[src/hdl/game_pkg.sv]
package game_pkg;

	// Matrix is square, rows and columns share this size
	localparam int ROWS = 8;

	// One matrix row, bit 7 is the leftmost column
	typedef logic [ROWS-1:0] row_t;

	// Index 0 is the bottom row
	typedef row_t [ROWS-1:0] matrix_t;

	typedef struct packed {
		logic start;
		logic up;
		logic down;
		logic left;
		logic right;
	} buttons_t;

	// MAX7219 serial word, shifted out MSB first
	typedef struct packed {
		logic [3:0] unused;
		logic [3:0] addr;
		logic [7:0] data;
	} max_word_t;

	// Player starts in the bottom row
	localparam matrix_t POINT_INIT = 64'h0000_0000_0000_0010;

	// Two obstacle bars on rows 2 and 4
	localparam matrix_t BACKG_INIT = 64'h0000_00E0_00E0_0000;

	// MAX7219 register addresses
	localparam logic [3:0] REG_DIGIT0       = 4'd1;
	localparam logic [3:0] REG_DECODE       = 4'd9;
	localparam logic [3:0] REG_INTENSITY    = 4'd10;
	localparam logic [3:0] REG_SCAN_LIMIT   = 4'd11;
	localparam logic [3:0] REG_SHUTDOWN     = 4'd12;
	localparam logic [3:0] REG_DISPLAY_TEST = 4'd15;

endpackage

[src/hdl/background_scroller.sv]
`timescale 1ns/100ps

module background_scroller #(
	parameter int SPEED_TICKS = 2**22
) (
	input  logic              clock_50,
	input  logic              rst,
	input  logic              start,
	output game_pkg::matrix_t backg
);

	localparam int CNT_W = $clog2(SPEED_TICKS + 1);

	localparam logic IDLE    = 1'b0;
	localparam logic RUNNING = 1'b1;

	logic             state;
	logic [CNT_W-1:0] speed_cnt;
	logic             tick;

	assign tick = (state == RUNNING) && (speed_cnt == CNT_W'(SPEED_TICKS - 1));

	// Frozen until the first start, then runs until reset
	always_ff @(posedge clock_50) begin
		if (rst) begin
			state <= IDLE;
		end else if (start) begin
			state <= RUNNING;
		end
	end

	//##########################################################
	// Speed counter
	//##########################################################
	always_ff @(posedge clock_50) begin
		if (rst) begin
			speed_cnt <= '0;
		end else if (start || tick) begin
			speed_cnt <= '0;
		end else if (state == RUNNING) begin
			speed_cnt <= speed_cnt + 1'b1;
		end
	end

	//##########################################################
	// Obstacle rows
	//##########################################################
	always_ff @(posedge clock_50) begin
		if (rst) begin
			backg <= game_pkg::BACKG_INIT;
		end else if (start) begin
			backg <= game_pkg::BACKG_INIT;
		end else if (tick) begin
			// Bottom row drops out, empty row enters at the top
			backg <= {game_pkg::row_t'(0), backg[game_pkg::ROWS-1:1]};
		end
	end

endmodule

[src/hdl/button_conditioner.sv]
`timescale 1ns/100ps

module button_conditioner #(
	parameter int DEBOUNCE_CYCLES = 16
) (
	input  logic clock_50,
	input  logic rst,
	input  logic button_n,
	output logic press
);

	localparam int CNT_W = $clog2(DEBOUNCE_CYCLES + 1);

	logic             sync_1;
	logic             sync_2;
	logic             stable;
	logic             stable_q;
	logic [CNT_W-1:0] cnt;

	// Two-flop synchronizer, pin inverted to active high
	always_ff @(posedge clock_50) begin
		if (rst) begin
			sync_1 <= 1'b0;
			sync_2 <= 1'b0;
		end else begin
			sync_1 <= ~button_n;
			sync_2 <= sync_1;
		end
	end

	// New level accepted after enough equal samples
	always_ff @(posedge clock_50) begin
		if (rst) begin
			cnt    <= '0;
			stable <= 1'b0;
		end else if (sync_2 == stable) begin
			cnt <= '0;
		end else if (cnt == CNT_W'(DEBOUNCE_CYCLES - 1)) begin
			cnt    <= '0;
			stable <= sync_2;
		end else begin
			cnt <= cnt + 1'b1;
		end
	end

	// One pulse on press, nothing on release
	always_ff @(posedge clock_50) begin
		if (rst) begin
			stable_q <= 1'b0;
			press    <= 1'b0;
		end else begin
			stable_q <= stable;
			press    <= stable & ~stable_q;
		end
	end

endmodule

[src/hdl/game_top.sv]
`timescale 1ns/100ps

module game_top #(
	parameter int         DEBOUNCE_CYCLES = 16,
	parameter int         SPEED_TICKS     = 2**22,
	parameter int         SCLK_HALF       = 4,
	parameter logic [3:0] INTENSITY       = 4'hA
) (
	input  logic               clock_50,
	input  logic               rst,
	input  game_pkg::buttons_t button_n,
	output logic               max7219_din,
	output logic               max7219_ncs,
	output logic               max7219_clk
);

	localparam int NUM_BUTTONS = $bits(game_pkg::buttons_t);

	logic [NUM_BUTTONS-1:0] press_bits;
	game_pkg::buttons_t     press;
	game_pkg::matrix_t      point;
	game_pkg::matrix_t      backg;
	game_pkg::max_word_t    word;
	logic                   word_valid;
	logic                   word_ready;

	//##########################################################
	// Buttons
	//##########################################################
	for (genvar i = 0; i < NUM_BUTTONS; i++) begin : g_button
		button_conditioner #(
			.DEBOUNCE_CYCLES(DEBOUNCE_CYCLES)
		) button_conditioner_u (
			.clock_50(clock_50),
			.rst     (rst),
			.button_n(button_n[i]),
			.press   (press_bits[i])
		);
	end

	assign press = press_bits;

	//##########################################################
	// Game state
	//##########################################################
	point_control point_control_u0 (
		.clock_50(clock_50),
		.rst     (rst),
		.press   (press),
		.point   (point)
	);

	background_scroller #(
		.SPEED_TICKS(SPEED_TICKS)
	) background_scroller_u0 (
		.clock_50(clock_50),
		.rst     (rst),
		.start   (press.start),
		.backg   (backg)
	);

	//##########################################################
	// LED matrix output
	//##########################################################
	matrix_scan #(
		.INTENSITY(INTENSITY)
	) matrix_scan_u0 (
		.clock_50  (clock_50),
		.rst       (rst),
		.point     (point),
		.backg     (backg),
		.word      (word),
		.word_valid(word_valid),
		.word_ready(word_ready)
	);

	max7219_serial #(
		.SCLK_HALF(SCLK_HALF)
	) max7219_serial_u0 (
		.clock_50   (clock_50),
		.rst        (rst),
		.word       (word),
		.word_valid (word_valid),
		.word_ready (word_ready),
		.max7219_din(max7219_din),
		.max7219_ncs(max7219_ncs),
		.max7219_clk(max7219_clk)
	);

endmodule

[src/hdl/matrix_scan.sv]
`timescale 1ns/100ps

module matrix_scan #(
	parameter logic [3:0] INTENSITY = 4'hA
) (
	input  logic                clock_50,
	input  logic                rst,
	input  game_pkg::matrix_t   point,
	input  game_pkg::matrix_t   backg,
	output game_pkg::max_word_t word,
	output logic                word_valid,
	input  logic                word_ready
);

	localparam int         N           = game_pkg::ROWS;
	localparam logic [3:0] FIRST_DIGIT = 4'd5;
	localparam logic [3:0] LAST_STEP   = 4'd12;

	game_pkg::matrix_t   frame;
	game_pkg::max_word_t next_word;
	logic [3:0]          step;
	logic [2:0]          digit;

	assign frame = point | backg;

	// Steps 0 to 4 are the init list, the rest are digits
	assign digit = 3'(step - FIRST_DIGIT);

	always_comb begin
		next_word = '0;
		case (step)
			4'd0: next_word.addr = game_pkg::REG_DISPLAY_TEST;
			4'd1: begin
				next_word.addr = game_pkg::REG_SCAN_LIMIT;
				next_word.data = 8'd7;
			end
			4'd2: next_word.addr = game_pkg::REG_DECODE;
			4'd3: begin
				next_word.addr = game_pkg::REG_INTENSITY;
				next_word.data = {4'h0, INTENSITY};
			end
			4'd4: begin
				next_word.addr = game_pkg::REG_SHUTDOWN;
				next_word.data = 8'd1;
			end
			default: begin
				// Digit c shows column 7-c, top row in the LSB
				next_word.addr = game_pkg::REG_DIGIT0 + {1'b0, digit};
				for (int r = 0; r < N; r++) begin
					next_word.data[N-1-r] = frame[r][N-1-digit];
				end
			end
		endcase
	end

	//##########################################################
	// Word sequencer
	//##########################################################
	always_ff @(posedge clock_50) begin
		if (rst) begin
			step       <= '0;
			word_valid <= 1'b0;
		end else if (!word_valid) begin
			word_valid <= 1'b1;
		end else if (word_ready) begin
			word_valid <= 1'b0;
			step       <= (step == LAST_STEP) ? FIRST_DIGIT : step + 1'b1;
		end
	end

	// Sampled when offered, held until taken
	always_ff @(posedge clock_50) begin
		if (!word_valid) begin
			word <= next_word;
		end
	end

endmodule

[src/hdl/max7219_serial.sv]
`timescale 1ns/100ps

module max7219_serial #(
	parameter int SCLK_HALF = 4
) (
	input  logic                clock_50,
	input  logic                rst,
	input  game_pkg::max_word_t word,
	input  logic                word_valid,
	output logic                word_ready,
	output logic                max7219_din,
	output logic                max7219_ncs,
	output logic                max7219_clk
);

	localparam int DIV_W = $clog2(SCLK_HALF + 1);

	localparam logic [1:0] IDLE  = 2'd0;
	localparam logic [1:0] SHIFT = 2'd1;
	localparam logic [1:0] HOLD  = 2'd2;

	logic [1:0]       state;
	logic [15:0]      shreg;
	logic [DIV_W-1:0] div;
	logic [3:0]       bit_cnt;
	logic             half_done;
	logic             drive_bit;

	assign word_ready = (state == IDLE);
	assign half_done  = (div == DIV_W'(SCLK_HALF - 1));

	// New din value on ncs fall and on every clk fall but the last
	assign drive_bit = (state == SHIFT) && half_done &&
		(max7219_ncs || (max7219_clk && bit_cnt != 4'd15));

	// Parked at the end count in idle so the first event follows acceptance
	always_ff @(posedge clock_50) begin
		if (rst) begin
			div <= '0;
		end else if (state == IDLE || half_done) begin
			div <= (state == IDLE) ? DIV_W'(SCLK_HALF - 1) : '0;
		end else begin
			div <= div + 1'b1;
		end
	end

	always_ff @(posedge clock_50) begin
		if (word_valid && word_ready) begin
			shreg <= word;
		end else if (drive_bit) begin
			shreg <= {shreg[14:0], 1'b0};
		end
	end

	//##########################################################
	// Frame FSM
	//##########################################################
	always_ff @(posedge clock_50) begin
		if (rst) begin
			state       <= IDLE;
			bit_cnt     <= '0;
			max7219_ncs <= 1'b1;
			max7219_clk <= 1'b0;
			max7219_din <= 1'b0;
		end else begin
			case (state)
				IDLE: begin
					if (word_valid) begin
						state   <= SHIFT;
						bit_cnt <= '0;
					end
				end
				SHIFT: begin
					if (drive_bit) begin
						max7219_din <= shreg[15];
					end
					if (half_done) begin
						if (max7219_ncs) begin
							max7219_ncs <= 1'b0;
						end else if (!max7219_clk) begin
							max7219_clk <= 1'b1;
						end else begin
							max7219_clk <= 1'b0;
							if (bit_cnt == 4'd15) begin
								state <= HOLD;
							end else begin
								bit_cnt <= bit_cnt + 1'b1;
							end
						end
					end
				end
				HOLD: begin
					// ncs already high here, ready follows one cycle later
					if (max7219_ncs) begin
						state <= IDLE;
					end else if (half_done) begin
						max7219_ncs <= 1'b1;
						max7219_din <= 1'b0;
					end
				end
				default: state <= IDLE;
			endcase
		end
	end

endmodule

[src/hdl/point_control.sv]
`timescale 1ns/100ps

module point_control (
	input  logic               clock_50,
	input  logic               rst,
	input  game_pkg::buttons_t press,
	output game_pkg::matrix_t  point
);

	localparam int N = game_pkg::ROWS;

	logic at_bottom;

	// Bottom side comparator, any lit cell in row 0 blocks a move down
	assign at_bottom = |point[0];

	always_ff @(posedge clock_50) begin
		if (rst) begin
			point <= game_pkg::POINT_INIT;
		end else if (press.start) begin
			point <= game_pkg::POINT_INIT;
		end else if (press.up) begin
			// Top row wraps to the bottom
			point <= {point[N-2:0], point[N-1]};
		end else if (press.down) begin
			if (!at_bottom) begin
				point <= {point[0], point[N-1:1]};
			end
		end else if (press.left) begin
			for (int r = 0; r < N; r++) begin
				point[r] <= {point[r][N-2:0], point[r][N-1]};
			end
		end else if (press.right) begin
			for (int r = 0; r < N; r++) begin
				point[r] <= {point[r][0], point[r][N-1:1]};
			end
		end
	end

endmodule

[config.mk]
export PLATFORM = sky130hd
export DESIGN_NAME = game_top
export DESIGN_NICKNAME = d
export VERILOG_FILES = /design/src/hdl/game_pkg.sv /design/src/hdl/background_scroller.sv /design/src/hdl/button_conditioner.sv /design/src/hdl/game_top.sv /design/src/hdl/matrix_scan.sv /design/src/hdl/max7219_serial.sv /design/src/hdl/point_control.sv
export SDC_FILE = /design/constraint.sdc
export NUM_CORES = 1
export LEC_CHECK = 0
export BUFFER_PORTS_ARGS = -buffer_cell sky130_fd_sc_hd__buf_2
export CAP_MARGIN = 20
export CORE_MARGIN = 4
export CORE_UTILIZATION = 53
export CTS_CLUSTER_SIZE = 12
export DETAILED_ROUTE_END_ITERATION = 10
export PLACE_DENSITY = 0.69
export SETUP_SLACK_MARGIN = 0.05
export SYNTH_ARGS = -nofsm -noshare
export SYNTH_HDL_FRONTEND = slang
export SYNTH_SLANG_ARGS = --single-unit
[constraint.sdc]
create_clock -name clock_50 -period 3.2 [get_ports clock_50]
set_input_delay 0.32 -clock clock_50 [delete_from_list [all_inputs] [get_ports clock_50]]
set_output_delay 0.32 -clock clock_50 [all_outputs]
set_load 0.05 [all_outputs]
Word level (Yosys, flattened, before mapping)

Index checks and enable logic that the tools add are counted.

Equality and inequality tests: 32
$add $sub $neg: 12
Bitwise operators: 22
Reductions and logical operators: 35
Muxes and demuxes: 51
$lt $le $gt $ge: 1

Operators with widths:

| cell                                                         | number |
|---|---|
| 2-to-1 mux 64 bit                                            | 5 |
| OR 64 x 40 -> 64 bit                                         | 1 |
| less-than comparator 32 x 4 -> 1 bit (second input constant) | 1 |
| case mux 8 bit (4 select lines)                              | 1 |
| adder 5 x 1 -> 5 bit (second input constant)                 | 5 |
| equality test 5 x 4 -> 1 bit (second input constant)         | 5 |
| binary-select mux 1 bit (select 3 bit)                       | 8 |
| 2-to-1 mux 4 bit                                             | 6 |
| adder 23 x 1 -> 23 bit (second input constant)               | 1 |
| equality test 23 x 22 -> 1 bit (second input constant)       | 1 |
| case mux 4 bit (5 select lines)                              | 1 |
| 2-to-1 mux 1 bit                                             | 16 |
| 2-to-1 mux 16 bit                                            | 1 |
| NOT 1 bit                                                    | 16 |
| AND reduction 2 bit                                          | 8 |
| OR reduction 3 bit                                           | 5 |
| 2-to-1 mux 2 bit                                             | 7 |
| 2-to-1 mux 12 bit                                            | 1 |
| AND reduction 6 bit                                          | 2 |
| inequality test 2 x 1 -> 1 bit (second input constant)       | 5 |
| inequality test 2 bit (second input constant)                | 5 |
| adder 4 x 1 -> 4 bit (second input constant)                 | 2 |
| equality test 4 x 2 -> 1 bit (second input constant)         | 2 |
| equality test 4 bit (second input constant)                  | 2 |
| 27 further kinds                                             | 46 |

Bits in registers: 198

Depth between registers and ports, before layout

Word-level depth: 6
Gate-level depth with buffers: 9

Hierarchy

A second synthesis with hierarchy kept.

Cell total of the unflattened synthesis: 1264
Area, all modules: 11001.8 sq um

By module, submodules not included:

| module              | area each (sq um) | cells each | seq. area each (sq um) | times used |
|---|---|---|---|---|
| point_control       | 4640.7            | 590        | 1281.2                 | 1 |
| background_scroller | 1779.2            | 212        | 580.6                  | 1 |
| button_conditioner  | 336.6             | 31         | 200.2                  | 5 |
| matrix_scan         | 1581.5            | 197        | 460.4                  | 1 |
| max7219_serial      | 1317.5            | 110        | 720.7                  | 1 |

Least setup slack after synthesis

OpenSTA, ideal clock, no wires.

Path type: register -> register
Start: reg matrix_scan_u0.step[0]
End: reg, netlist name matrix_scan_u0.word[2]
Slack: 0.417 ns
Cell stages (with the launch flop): 10
Arrival: 2.526 ns
Clock period less this slack: 2.783 ns
Library setup time: 0.257 ns
Required time: 2.943 ns
Path through: dfxtp_1 -> buf_2 -> buf_2 -> inv_1 -> ha_1 -> clkbuf_1 -> clkbuf_1 -> mux4_2 -> a22oi_1 -> nand2_1

RTL lines:

| what                   | line              | text |
|---|---|---|
| start, declared        | matrix_scan.sv:21 | `logic [3:0] step;` |
| start signal, assigned | matrix_scan.sv:67 | `step <= (step == LAST_STEP) ? FIRST_DIGIT : step + 1'b1;` |

==> summary.txt <==
Clocking
  – Number of buffers created by CTS: 17
  – Post-CTS Setup Bufs: 0
  – Total clock sinks: approximately 190
  – Clock slew at reported path FFs: approximately 0.080 ns
  – Maximum clock path buffer count: 2
  – Post-cts sizing count: 0
  – Hold_buf cts: 0
  – Htree depth: 4
  – CTS tree: built
  – Root buffer selected by CTS: clkbuf_16
  – Worst-Skew Late Latency: 0.45 ns

Place
  – Cells after DPL: 1298
  – Port-buffer cells: 9
  – GP Congestion: just under 0.9
  – Worst slack at placement: approximately 0.8 ns
  – Placement-stage cell area: slightly above 10000 sq um
  – DP HPWL: 15000 microns

Setup path
  – CP startpoint: matrix_scan_u0.step[0]
  – Flop-to-flop setup slack: around 0.72 ns
  – WP data arrival: 2.75 ns
  – Critical path fanouts, max: 25
  – CP Class: register to register
  – Worst r2r path cells: 6
  – Critical Path RT: roughly 3.5 ns
  – CP Capture Point: matrix_scan_u0.word[0]
  – Critical Path Start Type: register
  – Critical Path Sink Type: register
  – Reg2reg end: matrix_scan_u0.word[0]
  – Worst r2r src: matrix_scan_u0.step[0]

Synth
  – Net Count, Synth: 1159
  – FF+latch count, synth: between 150 and 200
  – Post-Syn Area: ~9900 sq um
  – Area contributors post-synth: dfxtp_1, mux2i_1, edfxtp_1
  – Seq/Total Area, Yosys: a little over 40%
  – Mean area per synthesized cell: roughly 9 sq um
  – Top-area cell type share of the netlist area: 32.3%
  – Most used DFF post-synth: dfxtp_1
  – Ys Warns: 0
  – Count leader, synth: dfxtp_1
  – FFs w/ async S/R, synth: 0%
  – Yosys top cell by area: dfxtp_1
  – Cell count after synthesis: approximately 1100
  – Netlist cell types: 53
  – Commonest cells post-synth: dfxtp_1, mux2i_1, nand3_1
  – EDFF count, synth: 28

Min path
  – Min-delay worst type: input pin to register

Layout
  – Share of cells above drive strength 1: approximately 8%
  – FILL cells: roughly 1600
  – Final core utilization: between 50% and 60%
  – Post-layout nets: approximately 1100
  – Diode count: 0
  – Synth-to-layout area growth: 8.61%
  – Final Instance Area: around 11000 sq um
  – Finished Layout Cells: roughly 1300

Floorplan
  – Chip width: 145 microns
  – Die height: around 140 microns
  – # IOs: 10
  – Die footprint: 21000 sq um
  – Core footprint: between 15000 and 20000 sq um
  – Starting density of the core: between 50% and 60%
  – Site Rows: approximately 50

GRT
  – Total global routing overflow: 0
  – First-pass GRT wire length: approximately 41000 microns
  – GR peak layer: met2
  – Met1 Use GR: between 30 and 40%
  – Pin count of the biggest net entering global routing: 65
  – M2 GR Usage: between 30% and 40%
  – Total GRT Usage: 23.9%
  – Initial antenna violation count: 0
  – Met3 Usage GRT: between 4 and 5%
  – Vias in the first global route: about 7700

STA
  – Hold Vio Cnt, Final: 0
  – RSZ-0062 raised after global routing: no
  – Period minus WS final: roughly 2.5 ns
  – Clock skew: around 0.015 ns
  – Period utilization: between 70% and 80%
  – Slew headroom: between 20% and 30%
  – FMAX: ~0.40 GHz
  – Sum of negative setup slack: 0 ns
  – Final setup fails: 0
  – Worst setup margin: between 0.7 and 0.8 ns
  – Worst slew pin tran: 1.15 ns
  – Max Slew Vio Count: 0

Route
  – Drt wl/cell: 18.2 microns
  – 1st-pass router iterations: 5
  – Routed Wire Length: approximately 24000 microns
  – Residual DRC: 0
  – DR iter-0 viols: around 890
  – Drt via density: 6.25
  – Number of routed nets with antenna violations: 0
  – Vias: ~8300

Power and ir drop
  – Peak supply drop: around 0.40 mV
  – Leakage: roughly 3.5 nW
  – Power Density: about 470 nW/um^2

Run
  – Max cap viols: 0

Run status
  – Status: finished clean
==> layout make-up <==
cell class / count / area (sq um) / share of cell area, %
Clock inverter: 15 / 235 / 2.18
Multi-Input combinational cell: 775 / 5240 / 48.6
Clock buffer: 17 / 425 / 3.95
Inverter: 77 / 289 / 2.68
Tap cell: 229 / 287 / 2.66
Sequential cell: 188 / 4050 / 37.6
Timing Repair Buffer: 29 / 245 / 2.28
==> worst min path at each step <==
| stage | startpoint | depth (start not counted) | endpoint |
|---|---|---|---|
| final | button_n[3] | 2 | g_button[3].button_conditioner_u.sync_1 |
| after detailed placement | g_button[2].button_conditioner_u.stable_q | 1 | g_button[2].button_conditioner_u.press |
| after global placement | g_button[2].button_conditioner_u.stable_q | 1 | g_button[2].button_conditioner_u.press |
| after floorplan | g_button[0].button_conditioner_u.stable_q | 1 | g_button[0].button_conditioner_u.press |
| after global routing | button_n[0] | 2 | g_button[0].button_conditioner_u.sync_1 |
| after CTS | button_n[3] | 2 | g_button[3].button_conditioner_u.sync_1 |
==> power breakdown <==
group	internal (mW)	switching, mW	leakage [nW]	total (mW)
Combinational	0.0959	0.165	1.60	0.261
Clock	1.12	1.17	0.315	2.29
Sequential	2.46	0.0241	1.57	2.48
Total	3.68	1.36	3.49	5.04
==> registers in the layout (all words and copies together), names as in the netlist, 5 cells and up <==
register,count
background_scroller_u0.speed_cnt,23
g_button.button_conditioner_u.stable,5
max7219_serial_u0.shreg,16
g_button.button_conditioner_u.cnt,25
point_control_u0.point,64
matrix_scan_u0.word,12
background_scroller_u0.backg,5
g_button.button_conditioner_u.sync_1,5
g_button.button_conditioner_u.press,5
g_button.button_conditioner_u.stable_q,5
g_button.button_conditioner_u.sync_2,5
==> stage by stage <==
step | hold WS (ns) | total power, mW
final | 0.0134 | 5.04
after global routing | 0.00857 | 5.21
after CTS | 0.00202 | 5.07
after detailed placement | 0.371 | 2.80
after global placement | 0.366 | 2.79
after floorplan | 0.367 | 2.73
==> worst max-delay path: stages, from the launching register on <==
cell,delay [ns]
dfxtp_1,0.32
buf_4,0.24
ha_1,0.32
or4_1,0.56
a31oi_2,0.49
a22oi_1,0.24
o21ai_0,0.15
==> cell usage in the layout, fill, tap and decap left out, types with 3 or more instances in the layout <==
| cell type | netlist | layout |
|---|---|---|
| a21oi_1 | 80 | 80 |
| inv_1 | 77 | 77 |
| buf_4 | 2 | 16 |
| nor2b_1 | 21 | 21 |
| nor4_1 | 8 | 8 |
| a22oi_1 | 4 | 4 |
| dfxtp_1 | 160 | 157 |
| o31ai_1 | 7 | 7 |
| o21ai_0 | 81 | 80 |
| nand4_1 | 8 | 8 |
| clkinv_8 | 0 | 5 |
| a31oi_1 | 3 | 3 |
| buf_12 | 0 | 4 |
| or2_2 | 3 | 3 |
| inv_12 | 0 | 7 |
| a2bb2oi_1 | 5 | 5 |
| xnor2_1 | 22 | 22 |
| or4_1 | 3 | 3 |
| or3_1 | 13 | 13 |
| nand3_1 | 82 | 81 |
| ha_1 | 19 | 19 |
| o221ai_1 | 6 | 6 |
| mux4_2 | 11 | 11 |
| mux2i_1 | 85 | 85 |
| xor2_1 | 11 | 11 |
| and4_1 | 3 | 3 |
| buf_2 | 15 | 9 |
| nor3_1 | 9 | 9 |
| nor3b_1 | 58 | 57 |
| nor2_1 | 71 | 70 |
| and3_1 | 8 | 8 |
| nand2_1 | 69 | 69 |
| a221oi_1 | 56 | 56 |
| nand4b_1 | 3 | 3 |
| edfxtp_1 | 28 | 28 |
| clkbuf_16 | 0 | 17 |
==> layer usage <==
layer  vias to the layer above  part of all wire [%]  wire length [microns]
li1                       3990                     -                      -
met1                      3967                    46                  11200
met2                       313                    45                  11000
met3                        36                   6.4                   1560
met4                         0                   2.3                    561
met5                         -                     0                      0
==> kinds of logic after synthesis <==
kind of cell	after synthesis	share of synthesized area, %
buffers and inverters	170	6.70
AO/OA/AOI/OAI	257	16.3
XOR/XNOR	33	2.91
adder cells (fa/ha/maj)	19	2.40
AND/OR/NAND/NOR	370	19.9
multiplexers	96	11.1
flip-flops	188	40.8
Note: power is estimated with default switching activity, not from simulation.
